$ cat config.mk
export PLATFORM = sky130hd
export DESIGN_NAME = cpu_decode
export DESIGN_NICKNAME = d
export VERILOG_FILES = /design/src/verilog/cpu_isa_pkg.sv /design/src/verilog/cpu_decode.sv
export SDC_FILE = /design/constraint.sdc
export NUM_CORES = 1
export LEC_CHECK = 0
export BUFFER_PORTS_ARGS = -buffer_cell sky130_fd_sc_hd__clkbuf_2
export CAP_MARGIN = 40
export CELL_PAD_IN_SITES_DETAIL_PLACEMENT = 2
export CELL_PAD_IN_SITES_GLOBAL_PLACEMENT = 2
export CORE_ASPECT_RATIO = 1.4
export CORE_MARGIN = 5
export CORE_UTILIZATION = 46
export DETAILED_ROUTE_END_ITERATION = 6
export PLACE_DENSITY_LB_ADDON = 0.05
export RECOVER_POWER = 25
export SLEW_MARGIN = 20
export SYNTH_ARGS = -nofsm -noshare
export SYNTH_HDL_FRONTEND = slang
export SYNTH_SLANG_ARGS = --single-unit
$ cat constraint.sdc
create_clock -name clk -period 6.4 [get_ports clk]
set_clock_uncertainty 0.2 [all_clocks]
set_input_delay 0.64 -clock clk [delete_from_list [all_inputs] [get_ports clk]]
set_output_delay 0.64 -clock clk [all_outputs]
set_load 0.05 [all_outputs]
$ cat src/verilog/cpu_isa_pkg.sv
// instruction set package: word types, instruction fields, opcodes and ALU functions
`default_nettype none

package cpu_isa_pkg;

    ////////////////////////////////
    // words and registers
    ////////////////////////////////
    localparam int WORD_W    = 32;
    localparam int REG_IDX_W = 4;
    localparam int NUM_REGS  = 16;

    typedef logic [WORD_W-1:0]    word_t;
    typedef logic [REG_IDX_W-1:0] reg_idx_t;

    ////////////////////////////////
    // instruction fields
    ////////////////////////////////
    localparam int OPC_MSB = 31;
    localparam int OPC_LSB = 24;
    localparam int RD_MSB  = 23;   // store: data source
    localparam int RD_LSB  = 20;
    localparam int RS_MSB  = 19;   // base reg for load/store
    localparam int RS_LSB  = 16;
    localparam int RT_MSB  = 15;
    localparam int RT_LSB  = 12;
    localparam int IMM_MSB = 15;   // sign extended to a word
    localparam int IMM_LSB = 0;
    localparam int IMM_W   = IMM_MSB - IMM_LSB + 1;

    // unlisted codes decode as nop
    typedef enum logic [7:0] {
        op_nop   = 8'h00,
        op_add   = 8'h01,
        op_sub   = 8'h02,
        op_and   = 8'h03,
        op_or    = 8'h04,
        op_xor   = 8'h05,
        op_addi  = 8'h11,
        op_load  = 8'h81,
        op_store = 8'h83
    } opcode_t;

    typedef enum logic [2:0] {
        alu_add,
        alu_sub,
        alu_and,
        alu_or,
        alu_xor,
        alu_pass
    } alu_op_t;

    localparam int IMEM_DEPTH = 64;

endpackage

`default_nettype wire

$ cat src/verilog/cpu_decode.sv
// decode stage with register file, control decode and read-after-write interlock
`timescale 1ns/1ps
`default_nettype none

module cpu_decode (
    input  logic                  clk,
    input  logic                  rst_n,
    input  logic                  fetch_valid,
    input  cpu_isa_pkg::word_t    fetch_instr,
    input  logic                  freeze,
    input  logic                  wb_en,
    input  cpu_isa_pkg::reg_idx_t wb_idx,
    input  cpu_isa_pkg::word_t    wb_data,
    output logic                  hazard_stall,
    output logic                  dx_valid,
    output cpu_isa_pkg::alu_op_t  dx_op,
    output cpu_isa_pkg::word_t    dx_a,
    output cpu_isa_pkg::word_t    dx_b,
    output cpu_isa_pkg::word_t    dx_imm,
    output logic                  dx_use_imm,
    output cpu_isa_pkg::reg_idx_t dx_rd,
    output logic                  dx_wr_en,
    output logic                  dx_mem_rd,
    output logic                  dx_mem_wr
);
    import cpu_isa_pkg::*;

    word_t    regs [NUM_REGS];
    opcode_t  opc;
    reg_idx_t rd, rs, rt, src2;
    word_t    rd_a, rd_b, imm_ext;
    alu_op_t  op;
    logic     use_imm, wr_en, mem_rd, mem_wr;
    logic     use_rs, use_src2;

    assign opc     = opcode_t'(fetch_instr[OPC_MSB:OPC_LSB]);
    assign rd      = fetch_instr[RD_MSB:RD_LSB];
    assign rs      = fetch_instr[RS_MSB:RS_LSB];
    assign rt      = fetch_instr[RT_MSB:RT_LSB];
    assign src2    = (opc == op_store) ? rd : rt;   // store data comes from rd
    assign imm_ext = {{(WORD_W-IMM_W){fetch_instr[IMM_MSB]}}, fetch_instr[IMM_MSB:IMM_LSB]};

    // write-through read ports
    assign rd_a = (wb_en && wb_idx == rs) ? wb_data : regs[rs];
    assign rd_b = (wb_en && wb_idx == src2) ? wb_data : regs[src2];

    always_comb begin
        use_imm  = 1'b0;
        wr_en    = 1'b0;
        mem_rd   = 1'b0;
        mem_wr   = 1'b0;
        use_rs   = 1'b1;
        use_src2 = 1'b0;
        case (opc)
            op_add, op_sub, op_and, op_or, op_xor: begin
                wr_en    = 1'b1;
                use_src2 = 1'b1;
            end
            op_addi, op_load: begin
                use_imm = 1'b1;
                wr_en   = 1'b1;
                mem_rd  = (opc == op_load);
            end
            op_store: begin
                use_imm  = 1'b1;
                use_src2 = 1'b1;
                mem_wr   = 1'b1;
            end
            default: use_rs = 1'b0;   // nop reads nothing
        endcase
        case (opc)
            op_add, op_addi, op_load, op_store: op = alu_add;
            op_sub:  op = alu_sub;
            op_and:  op = alu_and;
            op_or:   op = alu_or;
            op_xor:  op = alu_xor;
            default: op = alu_pass;
        endcase
    end

    // the producer sits in execute, its value is written through one cycle later
    assign hazard_stall = fetch_valid && dx_valid && dx_wr_en &&
                          ((use_rs && dx_rd == rs) || (use_src2 && dx_rd == src2));

    always_ff @(posedge clk or negedge rst_n) begin
        if (!rst_n) begin
            for (int i = 0; i < NUM_REGS; i++)
                regs[i] <= '0;
        end else if (wb_en) begin
            regs[wb_idx] <= wb_data;
        end
    end

    ////////////////////////////////
    // decode to execute register
    ////////////////////////////////
    always_ff @(posedge clk or negedge rst_n) begin
        if (!rst_n) begin
            dx_valid  <= 1'b0;
            dx_wr_en  <= 1'b0;
            dx_mem_rd <= 1'b0;
            dx_mem_wr <= 1'b0;
        end else if (!freeze) begin
            dx_valid  <= fetch_valid && !hazard_stall;   // bubble while stalled
            dx_wr_en  <= wr_en;
            dx_mem_rd <= mem_rd;
            dx_mem_wr <= mem_wr;
        end
    end

    always_ff @(posedge clk) begin
        if (!freeze) begin
            dx_op      <= op;
            dx_a       <= rd_a;
            dx_b       <= rd_b;
            dx_imm     <= imm_ext;
            dx_use_imm <= use_imm;
            dx_rd      <= rd;
        end
    end

    // one stall per dependence, the producer writes back right after it
    a_stall_wb: assert property (@(posedge clk) disable iff (!rst_n)
        hazard_stall && !freeze |=> wb_en && wb_idx == $past(dx_rd));

endmodule

`default_nettype wire

==> impl_metrics.env, run 1 <==
export IMPL_cp_max_fo=19
export IMPL_syn_nets=2588
export IMPL_cp_startpoint="fetch_instr[27]"
export IMPL_die_y_um=318.7
export IMPL_switching_share_pct=30.58
export IMPL_wl_per_cell_um=32.58
export IMPL_synth_most_common_cell="mux2_2"
export IMPL_synth_top_cell_area_share_pct=41.25
export IMPL_r2r_start="regs[257]"
export IMPL_start_kind="input pin"
export IMPL_die_x_um=230.5
export IMPL_hold_depth=3
export IMPL_grt_pass1_vias=25620
export IMPL_ys_flop_type="dfrtp_1"
export IMPL_comb_power_share_pct=22.3
export IMPL_synthTopCellsByCount="mux2_2 (525), dfrtp_1 (516), nand2_1 (424), mux4_2 (160), clkbuf_1 (142)"
export IMPL_total_power_mw=11.92
export IMPL_synth_seq_cells=604
export IMPL_cts_sinks=604
export IMPL_final_util_pct=51.95
export IMPL_yosys_top_cells_area="dfrtp_1 (41%), mux2_2 (19%), mux4_2 (12%)"
export IMPL_numCtsBuffers=60
export IMPL_htreeDepth=2
export IMPL_p_leak_nw=14.50
export IMPL_rows=113
export IMPL_grt_pass1_wl_mm=170.0
export IMPL_rsz0062_at_grt="false"
export IMPL_hp_class="input pin to register"
export IMPL_portBuffers=181
export IMPL_globalRouteMet2Util_pct=56.12
export IMPL_period_share_pct=71.62
export IMPL_switchingPower_mw=3.646
export IMPL_outcome="complete, but fails checks"
export IMPL_slew_viol_final=364
export IMPL_busiest_layer="met2"
export IMPL_power_share_clock_pct=32.0
export IMPL_fmax_mhz=218.2
export IMPL_clk_path_buf_depth=3
export IMPL_initial_core_util_pct=46.22
export IMPL_post_cts_buffers=0
export IMPL_end_kind="output port"
export IMPL_drc=0
export IMPL_reg2reg_slack_ps=4220
export IMPL_first_iter_violations=1472
export IMPL_clk_pin_slew_ps=60
export IMPL_violations="max-capacitance violations, max-slew violations"
export IMPL_antenna_found_initial=2
export IMPL_dr_pass1_iters=7
export IMPL_tightestPinTransition_ps=3790
export IMPL_critPathRequiredTime_ps=5560
export IMPL_root_buffer="clkbuf_16"
export IMPL_grt_max_degree=158
export IMPL_seq_power_share_pct=45.8
export IMPL_yosys_area_top_type="dfrtp_1"
export IMPL_finalWirelength_mm=113.9
export IMPL_rr_worst_depth=3
export IMPL_overflow=0
export IMPL_synth_warnings=0
export IMPL_syn_area_mm2=0.03130
export IMPL_tritoncts="yes"
export IMPL_ys_seq_area_share_pct=49.69
export IMPL_synth_edf_count=88
export IMPL_hold_end="dx_valid"
export IMPL_synth_cell_types=55
export IMPL_syn2layout_area_growth_pct=12.41
export IMPL_p_per_area_mw_per_mm2=338.9
export IMPL_core_mm2=0.06772
export IMPL_hold_viol=0
export IMPL_cts_resized=0
export IMPL_drive_above_1_share_pct=39.50
export IMPL_io_pins=182
export IMPL_synthArstFlopShare_pct=85.43
export IMPL_grt_usage_pct=30.69
export IMPL_vias=22440
export IMPL_gp_congestion=0.8075
export IMPL_dp_cells=3366
export IMPL_r2r_end="dx_a[1]"
export IMPL_clk_latency_ps=650
export IMPL_cp_arrival_ps=3740
export IMPL_ir_worst_vdd_uv=243.9
export IMPL_crit_type="input pin to output port"
export IMPL_stdcell_count=3497
export IMPL_maxSlewHeadroom_pct=-152.7
export IMPL_setup_tns_ps=0
export IMPL_avgSynthCellArea_um2=12.45
export IMPL_die_area_mm2=0.07344
export IMPL_fin_nets=2654
export IMPL_maxCapViolCount=11
export IMPL_met3_usage_pct=3.639
export IMPL_viasPerCell=6.417
export IMPL_fin_crit_ps=4584
export IMPL_grt_util_met1_pct=37.97
export IMPL_setup_viol=0
export IMPL_p_int_mw=8.277
export IMPL_hold_start="fetch_valid"
export IMPL_synth_cells=2515
export IMPL_ant_nets=0
export IMPL_dp_hpwl_mm=64.19
per-layer routing:
metal  vias to the layer above  share of wire (%)
li1                       9364                  -
met1                     12340                 40
met2                       553                 53
met3                       188                3.8
met4                         0                3.3
met5                         -                  0
cells by family after synthesis:
group / Yosys count / share of synthesized area, %
AO/OA/AOI/OAI: 199 / 3.945
XOR/XNOR: 14 / 0.3917
buffers and inverters: 247 / 3.434
flip-flops: 604 / 49.69
multiplexers: 742 / 32.35
AND/OR/NAND/NOR: 709 / 10.19
placed cells by master, fill, tap and decap left out, types with 9 or more instances in the layout:
cell	synthesis	final
clkbuf_8	0	17
nand3_1	131	130
mux2i_1	35	34
nand2_1	424	424
a221oi_1	31	31
nor2_1	50	46
o22ai_1	33	33
buf_4	16	35
nor4_1	23	22
nor4_2	10	11
clkbuf_16	0	63
clkbuf_2	0	165
mux2_2	525	524
a21oi_1	96	96
dfrtp_1	516	516
edfxtp_1	88	88
xor2_1	9	9
clkinv_2	0	14
mux4_2	160	160
clkbuf_1	142	29
nand4_1	35	35
dlygate4sd3_1	0	13
mux2_1	21	21
state kept, by name, indices dropped and copies added, names as in the netlist, 3 cells and up:
register	count
regs	512
dx_b	32
dx_op	3
dx_a	32
dx_imm	16
dx_rd	4
worst max-delay path: stages:
cell and delay (ps):
clkbuf_1 100, nor4b_1 530, nand2_1 740, mux2i_4 590, xor2_1 230, nand4_1 160
o41ai_2 390, clkbuf_2 360
area by class of cell:
class / count / area, um^2
Fill cell: 6463 / 32540
Sequential cell: 604 / 15550
Multi-Input combinational cell: 1664 / 14840
Clock buffer: 88 / 1841
Timing Repair Buffer: 247 / 1569
Tap cell: 862 / 1079
Clock inverter: 26 / 276.5
Inverter: 4 / 16.27
Antenna cell: 2 / 5.005
what timing repair did:
item | CTS | global route
endpoints found under the hold margin | 100 | 0
setup endpoints to repair | 0 | 0
hold buffers | 13 | 0
per-stage QoR:
stage / hold WS, ps / worst slack, ps / cell area (um^2)
2_1_floorplan: 144.4 / 2552 / 31300
3_3_place_gp: 279.3 / 1934 / 32890
3_5_place_dp: 295.0 / 1966 / 33040
4_1_cts: 20.12 / 2328 / 35290
5_1_grt: 32.42 / 1387 / 35180
6_report: 55.07 / 1816 / 35190
power groups by stage:
| stage | combinational (mW) | clock [mW] | sequential (mW) |
|---|---|---|---|
| final | 2.65 | 3.81 | 5.46 |
| after global routing | 2.84 | 4.05 | 5.54 |
| after CTS | 2.68 | 3.88 | 5.43 |
| after detailed placement | 2.65 | 0 | 5.49 |
| after global placement | 2.51 | 0 | 5.40 |
| after floorplan | 1.71 | 0 | 5.51 |
worst max path at each step:
stage,to,slack (ps),depth (start not counted)
final,hazard_stall,1820,8
after detailed placement,dx_b[17],1970,10
after global routing,regs[249],1390,3
after global placement,dx_b[26],1930,9
after CTS,hazard_stall,2330,8
after floorplan,hazard_stall,2550,6
Power figures use the tool's default switching activity.
==> run 2, diff against run 1 <==
--- a/config.mk
+++ b/config.mk
@@ -11,7 +11,7 @@
 export CELL_PAD_IN_SITES_GLOBAL_PLACEMENT = 2
 export CORE_ASPECT_RATIO = 1.4
 export CORE_MARGIN = 5
-export CORE_UTILIZATION = 46
+export CORE_UTILIZATION = 39
 export DETAILED_ROUTE_END_ITERATION = 6
 export PLACE_DENSITY_LB_ADDON = 0.05
 export RECOVER_POWER = 25
==> constraint.sdc (replaced) <==
create_clock -name clk -period 4.2 [get_ports clk]
set_clock_uncertainty 0.2 [all_clocks]
set_input_delay 0.42 -clock clk [delete_from_list [all_inputs] [get_ports clk]]
set_output_delay 0.42 -clock clk [all_outputs]
set_load 0.05 [all_outputs]
==> run 2 against run 1 <==
Against the previous run: the flow still finishes with violations (max-capacitance violations, max-slew violations); flip-flop and latch count did not move; wire length rose by 1.5%; final area rose by 3.0%; core utilization fell by 6.7 points; sequential share of layout area fell by 1.3 points; register-to-register slack got worse by 2300 ps; clock power rose by 62%; die area rose by 17%; highest routed layer is now met5.
==> impl_metrics.env, run 2 (same netlist as run 1, synthesis figures left out) <==
export IMPL_clk_latency_ps=630
export IMPL_clk_pin_slew_ps=60
export IMPL_initial_core_util_pct=39.11
export IMPL_cts_resized=0
export IMPL_crit_type="input pin to output port"
export IMPL_cts_hold_fix_buffers=27
export IMPL_grt_util_met1_pct=34.42
export IMPL_setup_viol=0
export IMPL_hold_start="fetch_instr[24]"
export IMPL_nFillCells=7912
export IMPL_finalWirelength_mm=115.6
export IMPL_mostFrequentLayoutCells="mux2_2 (524), dfrtp_1 (516), nand2_1 (423)"
export IMPL_cp_max_fo=15
export IMPL_grt_usage_pct=26.65
export IMPL_outcome="complete, but fails checks"
export IMPL_io_pins=182
export IMPL_drc=0
export IMPL_reg_top3="regs: 512 flops, dx_a: 32 flops, dx_b: 32 flops"
export IMPL_met3_usage_pct=3.297
export IMPL_post_cts_buffers=0
export IMPL_violations="max-capacitance violations, max-slew violations"
export IMPL_core_mm2=0.08003
export IMPL_busiest_layer="met2"
export IMPL_p_leak_nw=14.86
export IMPL_maxCapViolCount=3
export IMPL_die_y_um=345.2
export IMPL_setup_tns_ps=0
export IMPL_start_kind="input pin"
export IMPL_rr_worst_depth=7
export IMPL_r2r_start="dx_rd[1]"
export IMPL_tritoncts="yes"
export IMPL_cp_arrival_ps=3420
export IMPL_dp_hpwl_mm=69.03
export IMPL_viasPerCell=5.972
export IMPL_critPathRequiredTime_ps=3580
export IMPL_drive_above_1_share_pct=39.99
export IMPL_hp_class="input pin to register"
export IMPL_reg2reg_slack_ps=1890
export IMPL_ir_worst_vdd_uv=311.7
export IMPL_syn2layout_area_growth_pct=15.81
export IMPL_cts_sinks=604
export IMPL_wl_per_cell_um=30.91
export IMPL_root_buffer="clkbuf_16"
export IMPL_grt_pass1_wl_mm=174.2
export IMPL_fin_crit_ps=4038
export IMPL_final_util_pct=45.30
export IMPL_end_kind="output port"
export IMPL_layout_setup_ws_ps=161.8
export IMPL_hold_depth=3
export IMPL_fin_nets=2696
export IMPL_ant_nets=0
export IMPL_antenna_found_initial=2
export IMPL_multiInputGateArea_mm2=0.01488
export IMPL_largest_reg_flops=512
export IMPL_rsz0062_at_grt="false"
export IMPL_p_per_area_mw_per_mm2=512.4
export IMPL_htreeDepth=3
export IMPL_dr_pass1_iters=4
export IMPL_gp_congestion=0.7935
export IMPL_r2r_end="dx_valid"
export IMPL_tightestPinTransition_ps=1726
export IMPL_slew_viol_final=185
export IMPL_grt_max_degree=117
export IMPL_maxSlewHeadroom_pct=-15.04
export IMPL_period_share_pct=96.15
export IMPL_grt_pass1_vias=25520
export IMPL_overflow=0
export IMPL_die_x_um=249.4
export IMPL_rows=123
export IMPL_clk_path_buf_depth=3
export IMPL_hold_end="dx_op[1]"
export IMPL_numCtsBuffers=68
export IMPL_top_register="regs"
export IMPL_hold_viol=0
export IMPL_first_iter_violations=1183
export IMPL_globalRouteMet2Util_pct=47.01
export IMPL_die_area_mm2=0.08611
export IMPL_fmax_mhz=247.6
export IMPL_final_common_cell="mux2_2"
export IMPL_regArea_mm2=0.01555
export IMPL_portBuffers=181
export IMPL_vias=22340
export IMPL_post_place_ws_ps=684.1
[run 2: cell count changes in the layout (fill, tap and decap cells not counted), moves of 4 or more]
cell,change
dlygate4sd3_1,+14
clkinv_2,-9
clkbuf_2,+6
clkbuf_1,+4
buf_12,+29
clkbuf_16,+8
[run 2: layout make-up]
type                       instances  area share [%]
clock inverter                    17          0.6213
antenna                            1        0.006903
sequential                       604           42.91
tap                             1062           3.666
clock buffer                     108           5.699
multi-input combinational       1664           41.05
inverter                           4         0.04832
timing repair buffer             281           5.999
[run 2: power breakdown]
group          internal (mW)  leakage, nW  total [mW]  switching, mW
clock                   3.64         1.11        6.19           2.55
combinational           2.03         6.53        4.10           2.07
sequential              7.27         7.21        8.29           1.01
total                   12.9         14.9        18.6           5.63
[run 2: metal layers]
metal | vias up | wire length (um)
met4 | 2 | 3745
met5 | - | 20
met1 | 12260 | 48940
met3 | 184 | 3324
met2 | 425 | 59620
li1 | 9469 | -
[run 2: per-stage QoR]
stage	hold WS [ps]	std cells	instance area, um^2	total power, mW
3_3_place_gp	273.8	3586	33740	12.23
6_report	86.01	3741	36250	18.57
2_1_floorplan	-75.59	2515	31300	11.01
3_5_place_dp	281.1	3586	33740	12.48
4_1_cts	8.320	3738	36300	18.82
5_1_grt	75.03	3741	36250	19.46
[run 2: critical path, stage by stage]
cell	delay (ps)
dlygate4sd3_1	540
clkbuf_2	140
or4b_4	590
nor2_4	470
nand2_1	180
a31o_1	260
o41ai_2	440
clkbuf_2	360
[run 2: how the worst max path moves through the flow]
stage              endpoint       startpoint  slack, ps
6_report       hazard_stall  fetch_instr[27]        160
5_1_grt        hazard_stall  fetch_instr[27]         60
4_1_cts        hazard_stall  fetch_instr[27]        180
3_5_place_dp       dx_b[27]  fetch_instr[27]        680
3_3_place_gp       dx_b[13]  fetch_instr[27]        740
2_1_floorplan  hazard_stall  fetch_instr[27]        790
==> run 3, diff against run 2 <==
==> constraint.sdc (replaced) <==
create_clock -name clk -period 4.2 [get_ports clk]
set_clock_uncertainty 0.2 [all_clocks]
set_input_delay 0.84 -clock clk [delete_from_list [all_inputs] [get_ports clk]]
set_output_delay 0.84 -clock clk [all_outputs]
set_load 0.05 [all_outputs]
==> run 3 against run 2 <==
Against the previous run: sequential share of layout area up 0.21 points; combinational power about the same; final cell count down 0.32%; clock power shrank 2%; maximum frequency increased by 0.80%; the run still ends with max-capacitance violations, max-slew violations left; first-iteration DRC count up 12%; core utilization is 0.22 points lower; critical path depth fell by 1; largest cell class unchanged; global-route usage grew 0.37 points; register-to-register slack better by 70 ps; highest routed layer unchanged; die area unchanged.
==> impl_metrics.env, run 3 (same netlist as run 1, synthesis figures left out) <==
export IMPL_reg2reg_slack_ps=1960
export IMPL_dp_hpwl_mm=72.10
export IMPL_cts_hold_fix_buffers=1
export IMPL_final_common_cell="mux2_2"
export IMPL_wl_per_cell_um=31.79
export IMPL_cp_max_fo=6
export IMPL_slew_viol_final=89
export IMPL_clk_path_buf_depth=3
export IMPL_maxCapViolCount=2
export IMPL_ir_worst_vdd_uv=350.8
export IMPL_clk_latency_ps=640
export IMPL_placed_area_mm2=0.03396
export IMPL_grt_pass1_vias=25260
export IMPL_r2r_start="regs[9]"
export IMPL_crit_type="input pin to output port"
export IMPL_post_cts_buffers=0
export IMPL_die_area_mm2=0.08611
export IMPL_die_x_um=249.4
export IMPL_setup_viol=0
export IMPL_maxSlewHeadroom_pct=-43.67
export IMPL_root_buffer="clkbuf_16"
export IMPL_setup_tns_ps=0
export IMPL_core_mm2=0.08003
export IMPL_mostFrequentLayoutCells="mux2_2 (524), dfrtp_1 (516), nand2_1 (423)"
export IMPL_tritoncts="yes"
export IMPL_dr_pass1_iters=5
export IMPL_ant_nets=0
export IMPL_total_power_mw=18.47
export IMPL_hold_viol=0
export IMPL_drive_above_1_share_pct=40.47
export IMPL_viasPerCell=6.030
export IMPL_portBuffers=181
export IMPL_initial_core_util_pct=39.11
export IMPL_cp_startpoint="fetch_instr[27]"
export IMPL_rows=123
export IMPL_grt_usage_pct=27.02
export IMPL_die_y_um=345.2
export IMPL_end_kind="output port"
export IMPL_finalWirelength_mm=118.6
export IMPL_top_register="regs"
export IMPL_tightestPinTransition_ps=2143
export IMPL_htreeDepth=3
export IMPL_reg_top3="regs: 512 flops, dx_a: 32 flops, dx_b: 32 flops"
export IMPL_antenna_found_initial=5
export IMPL_numCtsBuffers=68
export IMPL_clk_pin_slew_ps=60
export IMPL_violations="max-capacitance violations, max-slew violations"
export IMPL_syn2layout_area_growth_pct=15.25
export IMPL_fin_crit_ps=4006
export IMPL_largest_reg_flops=512
export IMPL_cp_arrival_ps=2970
export IMPL_fmax_mhz=249.6
export IMPL_fin_nets=2683
export IMPL_cts_resized=0
export IMPL_outcome="complete, but fails checks"
export IMPL_grt_pass1_wl_mm=175.3
export IMPL_design_area_mm2=0.03607
export IMPL_period_share_pct=95.39
export IMPL_cts_sinks=604
export IMPL_overflow=0
export IMPL_start_kind="input pin"
export IMPL_critPathRequiredTime_ps=3160
export IMPL_hold_start="fetch_instr[7]"
export IMPL_first_iter_violations=1324
export IMPL_grt_max_degree=94
export IMPL_drc=0
export IMPL_gp_congestion=0.7886
export IMPL_p_leak_nw=14.80
export IMPL_vias=22490
export IMPL_p_per_area_mw_per_mm2=511.9
export IMPL_io_pins=182
export IMPL_hp_class="input pin to register"
export IMPL_rsz0062_at_grt="false"
-- run 3: per-layer routing --
metal	global-route usage [%]	routed length (um)
met3	3.425	4027
met2	47.59	61160
met5	0	46
met4	9.624	4200
met1	34.34	49120
-- run 3: area by class of cell --
class / instances / area, um^2
diodes: 1 / 2.502
clock buffers: 110 / 2042
clock inverters: 16 / 161.4
fillers: 7923 / 43950
inverters: 4 / 16.27
multi-input cells: 1664 / 14890
flip-flops and latches: 604 / 15550
well taps: 1062 / 1329
repair buffers: 268 / 2081
-- run 3: critical path, stage by stage --
cell and delay [ps]:
clkbuf_1 120, or4b_1 650, nor2_4 250, nand2_1 150, a31o_1 290, o41ai_4 480
buf_12 190
-- run 3: path summary, 6_finish.rpt --
path                                endpoint  depth (start not counted)
worst max register to register       dx_a[9]                          3
worst min register to register     dx_mem_wr                          2
worst min-delay path               dx_imm[7]                          1
worst max-delay path            hazard_stall                          7
min in group asynchronous           dx_wr_en                          2
max in group asynchronous          regs[269]                          3
-- run 3: through the flow --
| stage | utilization [%] | hold WS (ps) | cells | worst slack [ps] |
|---|---|---|---|---|
| after floorplan | - | 280.6 | 2515 | 246.0 |
| after global routing | 45.08 | 163.6 | 3729 | 81.04 |
| final | 45.08 | 178.9 | 3729 | 193.7 |
| after global placement | 42.39 | 280.0 | 3599 | 248.8 |
| after detailed placement | 42.44 | 294.1 | 3601 | 113.0 |
| after CTS | 45.21 | 143.1 | 3728 | 225.7 |
-- run 3: power breakdown --
part | internal, mW | leakage [nW] | switching (mW) | total [mW]
clock network | 3.47 | 1.08 | 2.60 | 6.07
logic | 2.03 | 6.51 | 2.07 | 4.10
registers | 7.27 | 7.21 | 1.03 | 8.30
